File: config.mk
export PLATFORM = sky130hd
export DESIGN_NAME = mpdma_top
export DESIGN_NICKNAME = d
export VERILOG_FILES = /design/src/mpdma_pkg.sv /design/src/mpdma_ifs.sv /design/src/block_sequencer.sv /design/src/block_reader.sv /design/src/pad_buffer.sv /design/src/row_writer.sv /design/src/mpdma_top.sv
export VERILOG_INCLUDE_DIRS = /design/src /design/src/src
export SDC_FILE = /design/constraint.sdc
export NUM_CORES = 2
export LEC_CHECK = 0
export ABC_AREA = 1
export BUFFER_PORTS_ARGS = -buffer_cell sky130_fd_sc_hd__buf_2
export CAP_MARGIN = 20
export CORE_MARGIN = 5
export CORE_UTILIZATION = 55
export CTS_CLUSTER_DIAMETER = 50
export DETAILED_ROUTE_END_ITERATION = 8
export GPL_ROUTABILITY_DRIVEN = 0
export HOLD_SLACK_MARGIN = 0.02
export PLACE_DENSITY = 0.72
export SETUP_SLACK_MARGIN = 0.1
export SYNTH_ARGS = -nofsm -noshare
export SYNTH_HDL_FRONTEND = slang
export SYNTH_SLANG_ARGS = --single-unit
File: constraint.sdc
create_clock -name clk -period 9.75 [get_ports clk]
set_input_delay 0.975 -clock clk [delete_from_list [all_inputs] [get_ports clk]]
set_output_delay 0.975 -clock clk [all_outputs]
set_load 0.005 [all_outputs]
File: src/mpdma_defs.svh
// ~~~~~~~~~~~~~~~~~~~~~~~~~~~~~~~~~~~~~~~~~~~~~~~~~~~~~~~~~~
// Mirror-padding DMA sizing macros
// Word and address widths, block sides, width field size
// ~~~~~~~~~~~~~~~~~~~~~~~~~~~~~~~~~~~~~~~~~~~~~~~~~~~~~~~~~~
`ifndef MPDMA_DEFS_SVH
`define MPDMA_DEFS_SVH

// Bus widths
`define MPDMA_DATA_W     32
`define MPDMA_ADDR_W     32

// Core block and padded staging block side
`define MPDMA_BLK        4
`define MPDMA_PBLK       5

`define MPDMA_WIDTH_W    6     // Matrix side N, up to 60
`define MPDMA_WORD_BYTES 4

`endif

File: src/mpdma_pkg.sv
// ~~~~~~~~~~~~~~~~~~~~~~~~~~~~~~~~~~~~~~~~~~~~~~~~~~~~~~~~~~
// Shared types of the mirror-padding DMA engine
// ~~~~~~~~~~~~~~~~~~~~~~~~~~~~~~~~~~~~~~~~~~~~~~~~~~~~~~~~~~
`include "mpdma_defs.svh"

package mpdma_pkg;

    typedef logic [`MPDMA_DATA_W-1:0]  data_t;
    typedef logic [`MPDMA_ADDR_W-1:0]  addr_t;    // Byte address
    typedef logic [`MPDMA_WIDTH_W-1:0] width_t;   // Matrix side N

    typedef logic [3:0] blk_idx_t;                // Block row or column
    typedef logic [2:0] buf_idx_t;                // Staging buffer coordinate 0..4

    // Which borders of the padded image this block touches
    typedef struct packed {
        logic top;
        logic bottom;
        logic left;
        logic right;
    } edges_t;

endpackage

File: src/mpdma_ifs.sv
// ~~~~~~~~~~~~~~~~~~~~~~~~~~~~~~~~~~~~~~~~~~~~~~~~~~~~~~~~~~
// blk_ctrl_if  block descriptor and phase handshakes
// pad_buf_if   staging buffer write and read ports
// ~~~~~~~~~~~~~~~~~~~~~~~~~~~~~~~~~~~~~~~~~~~~~~~~~~~~~~~~~~
`timescale 1ns/1ps

interface blk_ctrl_if import mpdma_pkg::*; ();
    blk_idx_t blk_x;
    blk_idx_t blk_y;
    edges_t   edges;
    addr_t    src_base;
    addr_t    dst_base;
    width_t   width;
    logic     rd_go;      // One-cycle phase starts
    logic     pad_go;
    logic     wr_go;
    logic     rd_done;    // One-cycle phase ends
    logic     wr_done;

    modport seq (output blk_x, blk_y, edges, src_base, dst_base, width,
                 output rd_go, pad_go, wr_go, input rd_done, wr_done);
    modport rd  (input blk_x, blk_y, edges, src_base, width, rd_go, output rd_done);
    modport pad (input edges, pad_go);
    modport wr  (input blk_x, blk_y, edges, dst_base, width, wr_go, output wr_done);
endinterface

interface pad_buf_if import mpdma_pkg::*; ();
    logic     we;
    buf_idx_t wx;
    buf_idx_t wy;
    data_t    wdata;
    buf_idx_t rx;
    buf_idx_t ry;
    data_t    rdata;      // Combinational read

    modport fill  (output we, wx, wy, wdata);
    modport store (input we, wx, wy, wdata, rx, ry, output rdata);
    modport drain (output rx, ry, input rdata);
endinterface

File: src/block_sequencer.sv
// ~~~~~~~~~~~~~~~~~~~~~~~~~~~~~~~~~~~~~~~~~~~~~~~~~~~~~~~~~~
// Block sequencer: config capture, block grid walk,
// edge flags and read/pad/write phase chaining
// ~~~~~~~~~~~~~~~~~~~~~~~~~~~~~~~~~~~~~~~~~~~~~~~~~~~~~~~~~~
`timescale 1ns/1ps
`include "mpdma_defs.svh"

module block_sequencer import mpdma_pkg::*; (
    input  logic   clk,
    input  logic   rst_n,
    input  addr_t  src_addr_i,
    input  addr_t  dst_addr_i,
    input  width_t mat_width_i,
    input  logic   start_i,
    output logic   done_o,
    blk_ctrl_if.seq ctrl
);

    addr_t    src_q, dst_q;
    width_t   width_q;
    blk_idx_t bx_q, by_q;
    blk_idx_t last_idx;
    logic     done_q;
    logic     rd_go_q, pad_go_q, wr_go_q;
    logic     width_ok, accept, last_blk;

    // Multiple of the block side, at least two blocks, at most 60
    assign width_ok = (mat_width_i % `MPDMA_BLK == 0) &&
                      (mat_width_i >= width_t'(2 * `MPDMA_BLK)) &&
                      (mat_width_i <= width_t'(60));
    assign accept   = start_i && done_q && width_ok;

    assign last_idx = blk_idx_t'(width_q / `MPDMA_BLK) - 4'd1;
    assign last_blk = (bx_q == last_idx) && (by_q == last_idx);

    // Configuration is held for the whole run
    always_ff @(posedge clk) begin
        if (accept) begin
            src_q   <= src_addr_i;
            dst_q   <= dst_addr_i;
            width_q <= mat_width_i;
        end
    end

    always_ff @(posedge clk) begin
        if (!rst_n) begin
            done_q   <= 1'b1;
            bx_q     <= '0;
            by_q     <= '0;
            rd_go_q  <= 1'b0;
            pad_go_q <= 1'b0;
            wr_go_q  <= 1'b0;
        end else begin
            rd_go_q  <= 1'b0;
            pad_go_q <= ctrl.rd_done;    // Pad right after the fourth row lands
            wr_go_q  <= pad_go_q;        // Buffer is complete one cycle later
            if (accept) begin
                done_q  <= 1'b0;
                bx_q    <= '0;
                by_q    <= '0;
                rd_go_q <= 1'b1;
            end else if (ctrl.wr_done) begin
                if (last_blk) begin
                    done_q <= 1'b1;
                end else begin
                    rd_go_q <= 1'b1;
                    if (bx_q == last_idx) begin   // Row-major walk
                        bx_q <= '0;
                        by_q <= by_q + 4'd1;
                    end else begin
                        bx_q <= bx_q + 4'd1;
                    end
                end
            end
        end
    end

    assign ctrl.blk_x        = bx_q;
    assign ctrl.blk_y        = by_q;
    assign ctrl.src_base     = src_q;
    assign ctrl.dst_base     = dst_q;
    assign ctrl.width        = width_q;
    assign ctrl.edges.top    = (by_q == '0);
    assign ctrl.edges.bottom = (by_q == last_idx);
    assign ctrl.edges.left   = (bx_q == '0);
    assign ctrl.edges.right  = (bx_q == last_idx);
    assign ctrl.rd_go        = rd_go_q;
    assign ctrl.pad_go       = pad_go_q;
    assign ctrl.wr_go        = wr_go_q;
    assign done_o            = done_q;

endmodule

File: src/block_reader.sv
// ~~~~~~~~~~~~~~~~~~~~~~~~~~~~~~~~~~~~~~~~~~~~~~~~~~~~~~~~~~
// AXI read master: four 4-beat row bursts per block,
// beats placed into the staging buffer core
// ~~~~~~~~~~~~~~~~~~~~~~~~~~~~~~~~~~~~~~~~~~~~~~~~~~~~~~~~~~
`timescale 1ns/1ps
`include "mpdma_defs.svh"

module block_reader import mpdma_pkg::*; (
    input  logic   clk,
    input  logic   rst_n,
    blk_ctrl_if.rd ctrl,
    pad_buf_if.fill fill,
    output addr_t  araddr_o,
    output logic   arvalid_o,
    input  logic   arready_i,
    input  data_t  rdata_i,
    input  logic   rlast_i,
    input  logic   rvalid_i,
    output logic   rready_o
);

    typedef enum logic [1:0] {RD_IDLE, RD_ADDR, RD_DATA} rd_state_e;

    rd_state_e  state_q;
    logic [1:0] row_q, beat_q;
    logic       r_hs, row_end;

    assign r_hs    = rvalid_i && rready_o;
    assign row_end = r_hs && rlast_i;

    always_ff @(posedge clk) begin
        if (!rst_n) begin
            state_q <= RD_IDLE;
            row_q   <= '0;
            beat_q  <= '0;
        end else begin
            case (state_q)
                RD_IDLE: if (ctrl.rd_go) begin
                    row_q   <= '0;
                    beat_q  <= '0;
                    state_q <= RD_ADDR;
                end
                RD_ADDR: if (arvalid_o && arready_i) state_q <= RD_DATA;
                RD_DATA: begin
                    if (r_hs) beat_q <= beat_q + 2'd1;
                    if (row_end) begin
                        beat_q <= '0;
                        if (row_q == 2'(`MPDMA_BLK - 1)) begin
                            state_q <= RD_IDLE;
                        end else begin
                            row_q   <= row_q + 2'd1;
                            state_q <= RD_ADDR;
                        end
                    end
                end
                default: state_q <= RD_IDLE;
            endcase
        end
    end

    // Core row k starts at src + ((by*4 + k)*N + bx*4) words
    assign araddr_o  = ctrl.src_base +
                       ((addr_t'(ctrl.blk_y) * `MPDMA_BLK + addr_t'(row_q)) * addr_t'(ctrl.width) +
                        addr_t'(ctrl.blk_x) * `MPDMA_BLK) * `MPDMA_WORD_BYTES;
    assign arvalid_o = (state_q == RD_ADDR);
    assign rready_o  = (state_q == RD_DATA);

    assign ctrl.rd_done = row_end && (row_q == 2'(`MPDMA_BLK - 1));

    // Core shifts by one only past a leading pad
    assign fill.we    = r_hs;
    assign fill.wx    = buf_idx_t'(beat_q) + buf_idx_t'(ctrl.edges.left);
    assign fill.wy    = buf_idx_t'(row_q) + buf_idx_t'(ctrl.edges.top);
    assign fill.wdata = rdata_i;

endmodule

File: src/pad_buffer.sv
// ~~~~~~~~~~~~~~~~~~~~~~~~~~~~~~~~~~~~~~~~~~~~~~~~~~~~~~~~~~
// 5x5 staging buffer with single-cycle mirror fill
// ~~~~~~~~~~~~~~~~~~~~~~~~~~~~~~~~~~~~~~~~~~~~~~~~~~~~~~~~~~
`timescale 1ns/1ps
`include "mpdma_defs.svh"

module pad_buffer import mpdma_pkg::*; (
    input  logic    clk,
    input  logic    rst_n,
    blk_ctrl_if.pad ctrl,
    pad_buf_if.store store
);

    localparam int MID = `MPDMA_PBLK / 2;   // Mirror source index for every pad

    data_t mem [0:`MPDMA_PBLK-1][0:`MPDMA_PBLK-1];   // [y][x]

    logic [`MPDMA_PBLK-1:0] pad_row;
    logic [`MPDMA_PBLK-1:0] pad_col;

    // Pads only ever sit at index 0 or 4
    always_comb begin
        pad_row                 = '0;
        pad_col                 = '0;
        pad_row[0]              = ctrl.edges.top;
        pad_row[`MPDMA_PBLK-1]  = ctrl.edges.bottom;
        pad_col[0]              = ctrl.edges.left;
        pad_col[`MPDMA_PBLK-1]  = ctrl.edges.right;
    end

    always_ff @(posedge clk) begin
        if (rst_n) begin
            if (store.we) mem[store.wy][store.wx] <= store.wdata;

            // Pad row takes core row at MID, pad column takes column MID,
            // and a corner takes the diagonal inner cell (MID, MID)
            if (ctrl.pad_go) begin
                for (int y = 0; y < `MPDMA_PBLK; y++) begin
                    for (int x = 0; x < `MPDMA_PBLK; x++) begin
                        if (pad_row[y] || pad_col[x]) begin
                            mem[y][x] <= mem[pad_row[y] ? MID : y][pad_col[x] ? MID : x];
                        end
                    end
                end
            end
        end
    end

    assign store.rdata = mem[store.ry][store.rx];

endmodule

File: src/row_writer.sv
// ~~~~~~~~~~~~~~~~~~~~~~~~~~~~~~~~~~~~~~~~~~~~~~~~~~~~~~~~~~
// AXI write master: one INCR burst per padded block row,
// AW, W and B phases sequenced row by row
// ~~~~~~~~~~~~~~~~~~~~~~~~~~~~~~~~~~~~~~~~~~~~~~~~~~~~~~~~~~
`timescale 1ns/1ps
`include "mpdma_defs.svh"

module row_writer import mpdma_pkg::*; (
    input  logic       clk,
    input  logic       rst_n,
    blk_ctrl_if.wr     ctrl,
    pad_buf_if.drain   drain,
    output addr_t      awaddr_o,
    output logic [3:0] awlen_o,
    output logic       awvalid_o,
    input  logic       awready_i,
    output data_t      wdata_o,
    output logic       wlast_o,
    output logic       wvalid_o,
    input  logic       wready_i,
    input  logic       bvalid_i,
    output logic       bready_o
);

    typedef enum logic [1:0] {WR_IDLE, WR_ADDR, WR_DATA, WR_RESP} wr_state_e;

    wr_state_e state_q;
    buf_idx_t  row_q, beat_q;
    buf_idx_t  n_rows, row_len;
    logic      last_beat, last_row;
    logic      w_hs, b_hs, row_done;

    // 4 core rows/columns plus one per pad present
    assign n_rows  = buf_idx_t'(`MPDMA_BLK) + buf_idx_t'(ctrl.edges.top)
                   + buf_idx_t'(ctrl.edges.bottom);
    assign row_len = buf_idx_t'(`MPDMA_BLK) + buf_idx_t'(ctrl.edges.left)
                   + buf_idx_t'(ctrl.edges.right);

    assign last_beat = (beat_q == row_len - 3'd1);
    assign last_row  = (row_q == n_rows - 3'd1);
    assign w_hs      = wvalid_o && wready_i;
    assign b_hs      = bvalid_i && bready_o;
    assign row_done  = b_hs && ((state_q == WR_RESP) || w_hs);   // B may meet wlast

    always_ff @(posedge clk) begin
        if (!rst_n) begin
            state_q <= WR_IDLE;
            row_q   <= '0;
            beat_q  <= '0;
        end else begin
            case (state_q)
                WR_IDLE: if (ctrl.wr_go) begin
                    row_q   <= '0;
                    beat_q  <= '0;
                    state_q <= WR_ADDR;
                end
                WR_ADDR: if (awvalid_o && awready_i) state_q <= WR_DATA;
                WR_DATA: if (w_hs) begin
                    if (last_beat) begin
                        beat_q  <= '0;
                        state_q <= WR_RESP;
                    end else begin
                        beat_q <= beat_q + 3'd1;
                    end
                end
                default: ;
            endcase
            // Row closes on its B handshake, overriding the moves above
            if (row_done) begin
                if (last_row) begin
                    state_q <= WR_IDLE;
                end else begin
                    row_q   <= row_q + 3'd1;
                    state_q <= WR_ADDR;
                end
            end
        end
    end

    // Row r lands at dst + ((by*4 + r + !top)*(N+2) + bx*4 + !left) words
    assign awaddr_o  = ctrl.dst_base +
                       ((addr_t'(ctrl.blk_y) * `MPDMA_BLK + addr_t'(row_q) +
                         addr_t'(!ctrl.edges.top)) * (addr_t'(ctrl.width) + 2) +
                        addr_t'(ctrl.blk_x) * `MPDMA_BLK + addr_t'(!ctrl.edges.left)) *
                       `MPDMA_WORD_BYTES;
    assign awlen_o   = 4'(row_len) - 4'd1;
    assign awvalid_o = (state_q == WR_ADDR);

    assign drain.rx  = beat_q;      // Window always starts at buffer (0,0)
    assign drain.ry  = row_q;
    assign wdata_o   = drain.rdata;
    assign wvalid_o  = (state_q == WR_DATA);
    assign wlast_o   = (state_q == WR_DATA) && last_beat;
    assign bready_o  = wlast_o || (state_q == WR_RESP);

    assign ctrl.wr_done = row_done && last_row;

endmodule

File: src/mpdma_top.sv
// ~~~~~~~~~~~~~~~~~~~~~~~~~~~~~~~~~~~~~~~~~~~~~~~~~~~~~~~~~~
// Mirror-padding DMA engine top level
// Config port plus AXI read and write master ports
// ~~~~~~~~~~~~~~~~~~~~~~~~~~~~~~~~~~~~~~~~~~~~~~~~~~~~~~~~~~
`timescale 1ns/1ps

module mpdma_top import mpdma_pkg::*; (
    input  logic       clk,
    input  logic       rst_n,

    // Configuration
    input  addr_t      src_addr_i,
    input  addr_t      dst_addr_i,
    input  width_t     mat_width_i,
    input  logic       start_i,
    output logic       done_o,

    // AXI read
    output addr_t      araddr_o,
    output logic       arvalid_o,
    input  logic       arready_i,
    input  data_t      rdata_i,
    input  logic       rlast_i,
    input  logic       rvalid_i,
    output logic       rready_o,

    // AXI write
    output addr_t      awaddr_o,
    output logic [3:0] awlen_o,
    output logic       awvalid_o,
    input  logic       awready_i,
    output data_t      wdata_o,
    output logic       wlast_o,
    output logic       wvalid_o,
    input  logic       wready_i,
    input  logic       bvalid_i,
    output logic       bready_o
);

    blk_ctrl_if u_ctrl ();
    pad_buf_if  u_buf ();

    block_sequencer u_seq (
        .clk, .rst_n, .src_addr_i, .dst_addr_i, .mat_width_i, .start_i, .done_o,
        .ctrl (u_ctrl.seq)
    );

    block_reader u_rd (
        .clk, .rst_n, .ctrl (u_ctrl.rd), .fill (u_buf.fill),
        .araddr_o, .arvalid_o, .arready_i, .rdata_i, .rlast_i, .rvalid_i, .rready_o
    );

    pad_buffer u_pad (
        .clk, .rst_n, .ctrl (u_ctrl.pad), .store (u_buf.store)
    );

    row_writer u_wr (
        .clk, .rst_n, .ctrl (u_ctrl.wr), .drain (u_buf.drain),
        .awaddr_o, .awlen_o, .awvalid_o, .awready_i,
        .wdata_o, .wlast_o, .wvalid_o, .wready_i, .bvalid_i, .bready_o
    );

endmodule

==> impl_metrics.py <==
metrics = {
    "floorplanning": {
        "core_um2": 123000,
        "die_area_um2": 131000,
        "start_util_pct": 55.2,
        "pin_count": 218,
        "rows": 129,
        "die_h_um": 362,
        "die_w_um": 362,
    },
    "setup_path": {
        "r2r_end": "u_pad.mem[4][92]",
        "timing.critical_path.from": "u_seq.ctrl.blk_y[0]",
        "ff2ff_path_depth": 11,
        "crit_slowest_cell": "dfxtp_1",
        "reg2reg_slack_ps": 3870,
        "path_class": "flop to output port",
        "slowest_delay_ps": 540,
        "reg2reg_from": "u_seq.ctrl.blk_x[1]",
        "crit_fanout": 10,
        "cp-start-kind": "flop",
        "critical_path_arrival_ps": 8100,
        "endpoint_kind": "output port",
        "worstPathRequired_ps": 8780,
    },
    "yosys": {
        "synth-compound-area-share_pct": 11.9,
        "synthXorXnorAreaFrac_pct": 1.03,
        "yosys-top-cells-area": "edfxtp_1 (60%), nand2_1 (9.0%), o21ai_0 (6.0%), nand3_1 (5.5%), inv_1 (2.7%)",
        "synthDistinctLibCells": 47,
        "yosysTopAreaCellShare_pct": 59.6,
        "yosysWarningCount": 0,
        "yosysTopAreaCell": "edfxtp_1",
        "synth-seq-cells": 1376,
        "synth-simple-area-share_pct": 17.1,
        "synthCells": 6849,
        "muxShareOfSynthArea_pct": 0,
        "synth_top_family_by_area": "simple AND/OR/NAND/NOR gates",
        "avgSynthCellArea_um2": 9.94,
        "syn_area_um2": 68100,
        "yosysSeqAreaShare_pct": 60.3,
        "synthAdderAreaFrac_pct": 4.09,
    },
    "clock_network": {
        "clk_path_buf_depth": 3,
        "postCtsHoldBufs": 0,
        "clock-root-buffer": "clkbuf_16",
        "cts_tree": "yes",
        "cts_num_sinks": 1376,
        "clk_pin_slew_worst_paths_ps": 60,
        "numCtsBuffers": 155,
        "clk_latency_ps": 800,
        "h-tree-depth": 4,
    },
    "min_path": {
        "whs_endpoint": "u_seq.ctrl.dst_base[9]",
        "min_path_type": "primary input to flop",
        "hp-start": "dst_addr_i[9]",
        "min_delay_path_depth": 1,
    },
    "pwr": {
        "swShare_pct": 24.5,
        "pwr-share-comb_pct": 7.4,
        "p_sw_uw": 3270,
        "cellPowerDensity_nw_per_um2": 177,
        "p_clk_share_pct": 43.5,
        "p_int_uw": 10100,
        "p_seq_share_pct": 49.0,
        "ir_drop_mv": 0.229,
        "leakage_uw": 0.0294,
    },
    "detailed_routing": {
        "first_pass_iters": 9,
        "postRouteAntennaNets": 0,
        "drt_iter0_markers": 9065,
        "wl_um": 231000,
        "drc_errors": 0,
        "wl_per_cell_um": 26.6,
        "vias_per_cell": 6.42,
        "num_vias": 55650,
    },
    "finish": {
        "fin_area_um2": 75500,
        "num-fill-cells": 9790,
        "nets": 7194,
        "final_layout_size_suffix_gt1_share_pct": 8.93,
        "area_growth_pct": 11.0,
    },
    "grt": {
        "antenna_found_initial": 16,
        "grt_pass1_vias": 52499,
        "grt_pass1_wl_um": 334000,
        "grt_max_degree": 223,
        "grt_util_all_layers_pct": 34.2,
        "overflow": 0,
    },
    "place": {
        "placed_area_um2": 70500,
        "place.port_buffers": 216,
        "post-dp-hpwl_um": 130000,
    },
    "sta": {
        "max_slew_margin_pct": 7.27,
        "clock.fmax_mhz": 110,
        "skew_ps": 25.0,
        "hold_violations": 0,
        "finalCritPeriodShare_pct": 93.1,
        "rsz0062_at_grt": "no",
        "drv_slew": 0,
        "fin_crit_ps": 9080,
        "final-setup-viol-count": 0,
        "setup_tns_ps": 0,
        "tightest_slew_ps": 1390,
    },
    "outcome": {
        "run_status": "complete, no violations",
    },
    "flow_run": {
        "drv_cap": 0,
    },
}
[sequential cells by signal, summed over array words and instances, names as in the netlist, 2 cells and up]
signal / flops
u_seq.ctrl.src_base: 32
u_wr.drain.ry: 3
u_seq.ctrl.dst_base: 32
u_rd.beat_q: 2
u_seq.ctrl.blk_x: 4
u_seq.ctrl.width: 6
u_seq.ctrl.blk_y: 4
u_wr.drain.rx: 3
u_pad.mem: 1280
u_rd.state_q: 2
u_wr.state_q: 2
u_rd.row_q: 2
[routing by layer]
layer	global-route usage, %	up-vias	part of all wire [%]
met3	10.2	883	15
met1	45.1	26251	35
li1	-	24087	-
met4	19.0	8	6.5
met2	51.2	4421	43
met5	0	-	0.020
[critical path: cells and delay by family (launching register included)]
kind	cells	cell delay (ps)
AOI/OAI and AO/OA	5	1010
adders and majority gates	8	3130
buffers and inverters	10	750
DFF	1	540
and+or+nand+nor	16	1860
[cell type report]
| type | count | area (um^2) | share of cell area (%) |
|---|---|---|---|
| Sequential cell | 1376 | 41100 | 54.4 |
| Multi-Input combinational cell | 4550 | 23600 | 31.3 |
| Tap cell | 1637 | 2050 | 2.71 |
| Clock buffer | 186 | 4050 | 5.36 |
| Inverter | 497 | 1890 | 2.51 |
| Timing Repair Buffer | 314 | 1850 | 2.45 |
| Antenna cell | 4 | 10.0 | 0.0133 |
| Clock inverter | 100 | 976 | 1.29 |
[through the flow]
stage	instances	hold slack (ps)	util, %	total power, uW	setup slack, ps
after floorplan	6856	467	-	7070	823
after global placement	8370	517	57.1	7610	1610
after detailed placement	8371	526	57.1	7620	1400
after CTS	8657	316	61.2	13300	526
after global routing	8660	341	61.2	13700	117
final	8664	364	61.3	13300	675
[worst max path at each step]
stage	slack [ps]	cells after the start	to
floorplan	820	4	u_seq.ctrl.blk_x[0]
global placement	1610	34	awaddr_o[28]
detailed placement	1400	34	awaddr_o[28]
CTS	530	34	awaddr_o[28]
global route	120	37	awaddr_o[28]
finish	670	39	awaddr_o[28]
[kinds of logic after synthesis]
family | count (synthesis)
adder cells (fa/ha/maj) | 189
flip-flops | 1376
other | 2
XOR/XNOR | 80
AO/OA/AOI/OAI | 1475
buffers and inverters | 931
AND/OR/NAND/NOR | 2796
[cells in the mapped netlist, drive strengths merged]
cell type / n
a211oi: 5
dfxtp: 26
nor3: 22
o21a: 1
clkinv: 2
a31oi: 9
inv: 495
or2: 3
o211a: 1
fa: 56
nor4: 6
nand3: 745
o211ai: 132
xor2: 55
a21boi: 3
nand3b: 2
o21bai: 3
buf: 220
a21oi: 258
nand4: 22
clkbuf: 214
o22ai: 28
conb: 2
a22oi: 1
o21ai: 955
ha: 133
and2: 1
a21o: 6
a221oi: 1
edfxtp: 1350
xnor2: 25
o31ai: 6
nand2: 1635
o221ai: 66
nor2: 360
[layout by cell type, fill, tap and decap left out, types with 6 or more instances in the layout]
cell,n
nand2_1,1623
edfxtp_1,1350
o21ai_0,802
nand3_1,743
inv_1,484
nor2_1,333
a21oi_1,258
buf_2,216
clkbuf_16,157
o21ai_1,139
ha_1,133
o211ai_1,132
buf_4,95
o221ai_1,66
fa_1,56
xor2_1,55
clkinv_2,29
o22ai_1,28
clkbuf_1,28
clkinv_1,27
xnor2_1,25
nor2_4,25
nand4_1,22
dfxtp_1,20
nor3_1,19
inv_6,15
o21ai_4,14
bufinv_16,12
conb_1,9
a31oi_1,8
inv_2,7
nand2_4,6
o31ai_1,6
a21o_1,6
inv_8,6
clkinv_8,6
[power by group through the flow]
stage                     Clock, uW  Sequential [uW]  Combinational [uW]
after floorplan                   0             6640                 432
after global placement            0             6670                 940
after detailed placement          0             6670                 952
after CTS                      5820             6540                 956
after global routing           6090             6540                1020
final                          5810             6550                 990
[what timing repair did]
item                                    4_1_cts  5_1_grt
resized for setup                             0        2
buffers inserted                              0        2
hold endpoints to repair                      0        0
endpoints found under the setup margin        0       15
No activity file was read; power rests on OpenSTA's default activity.
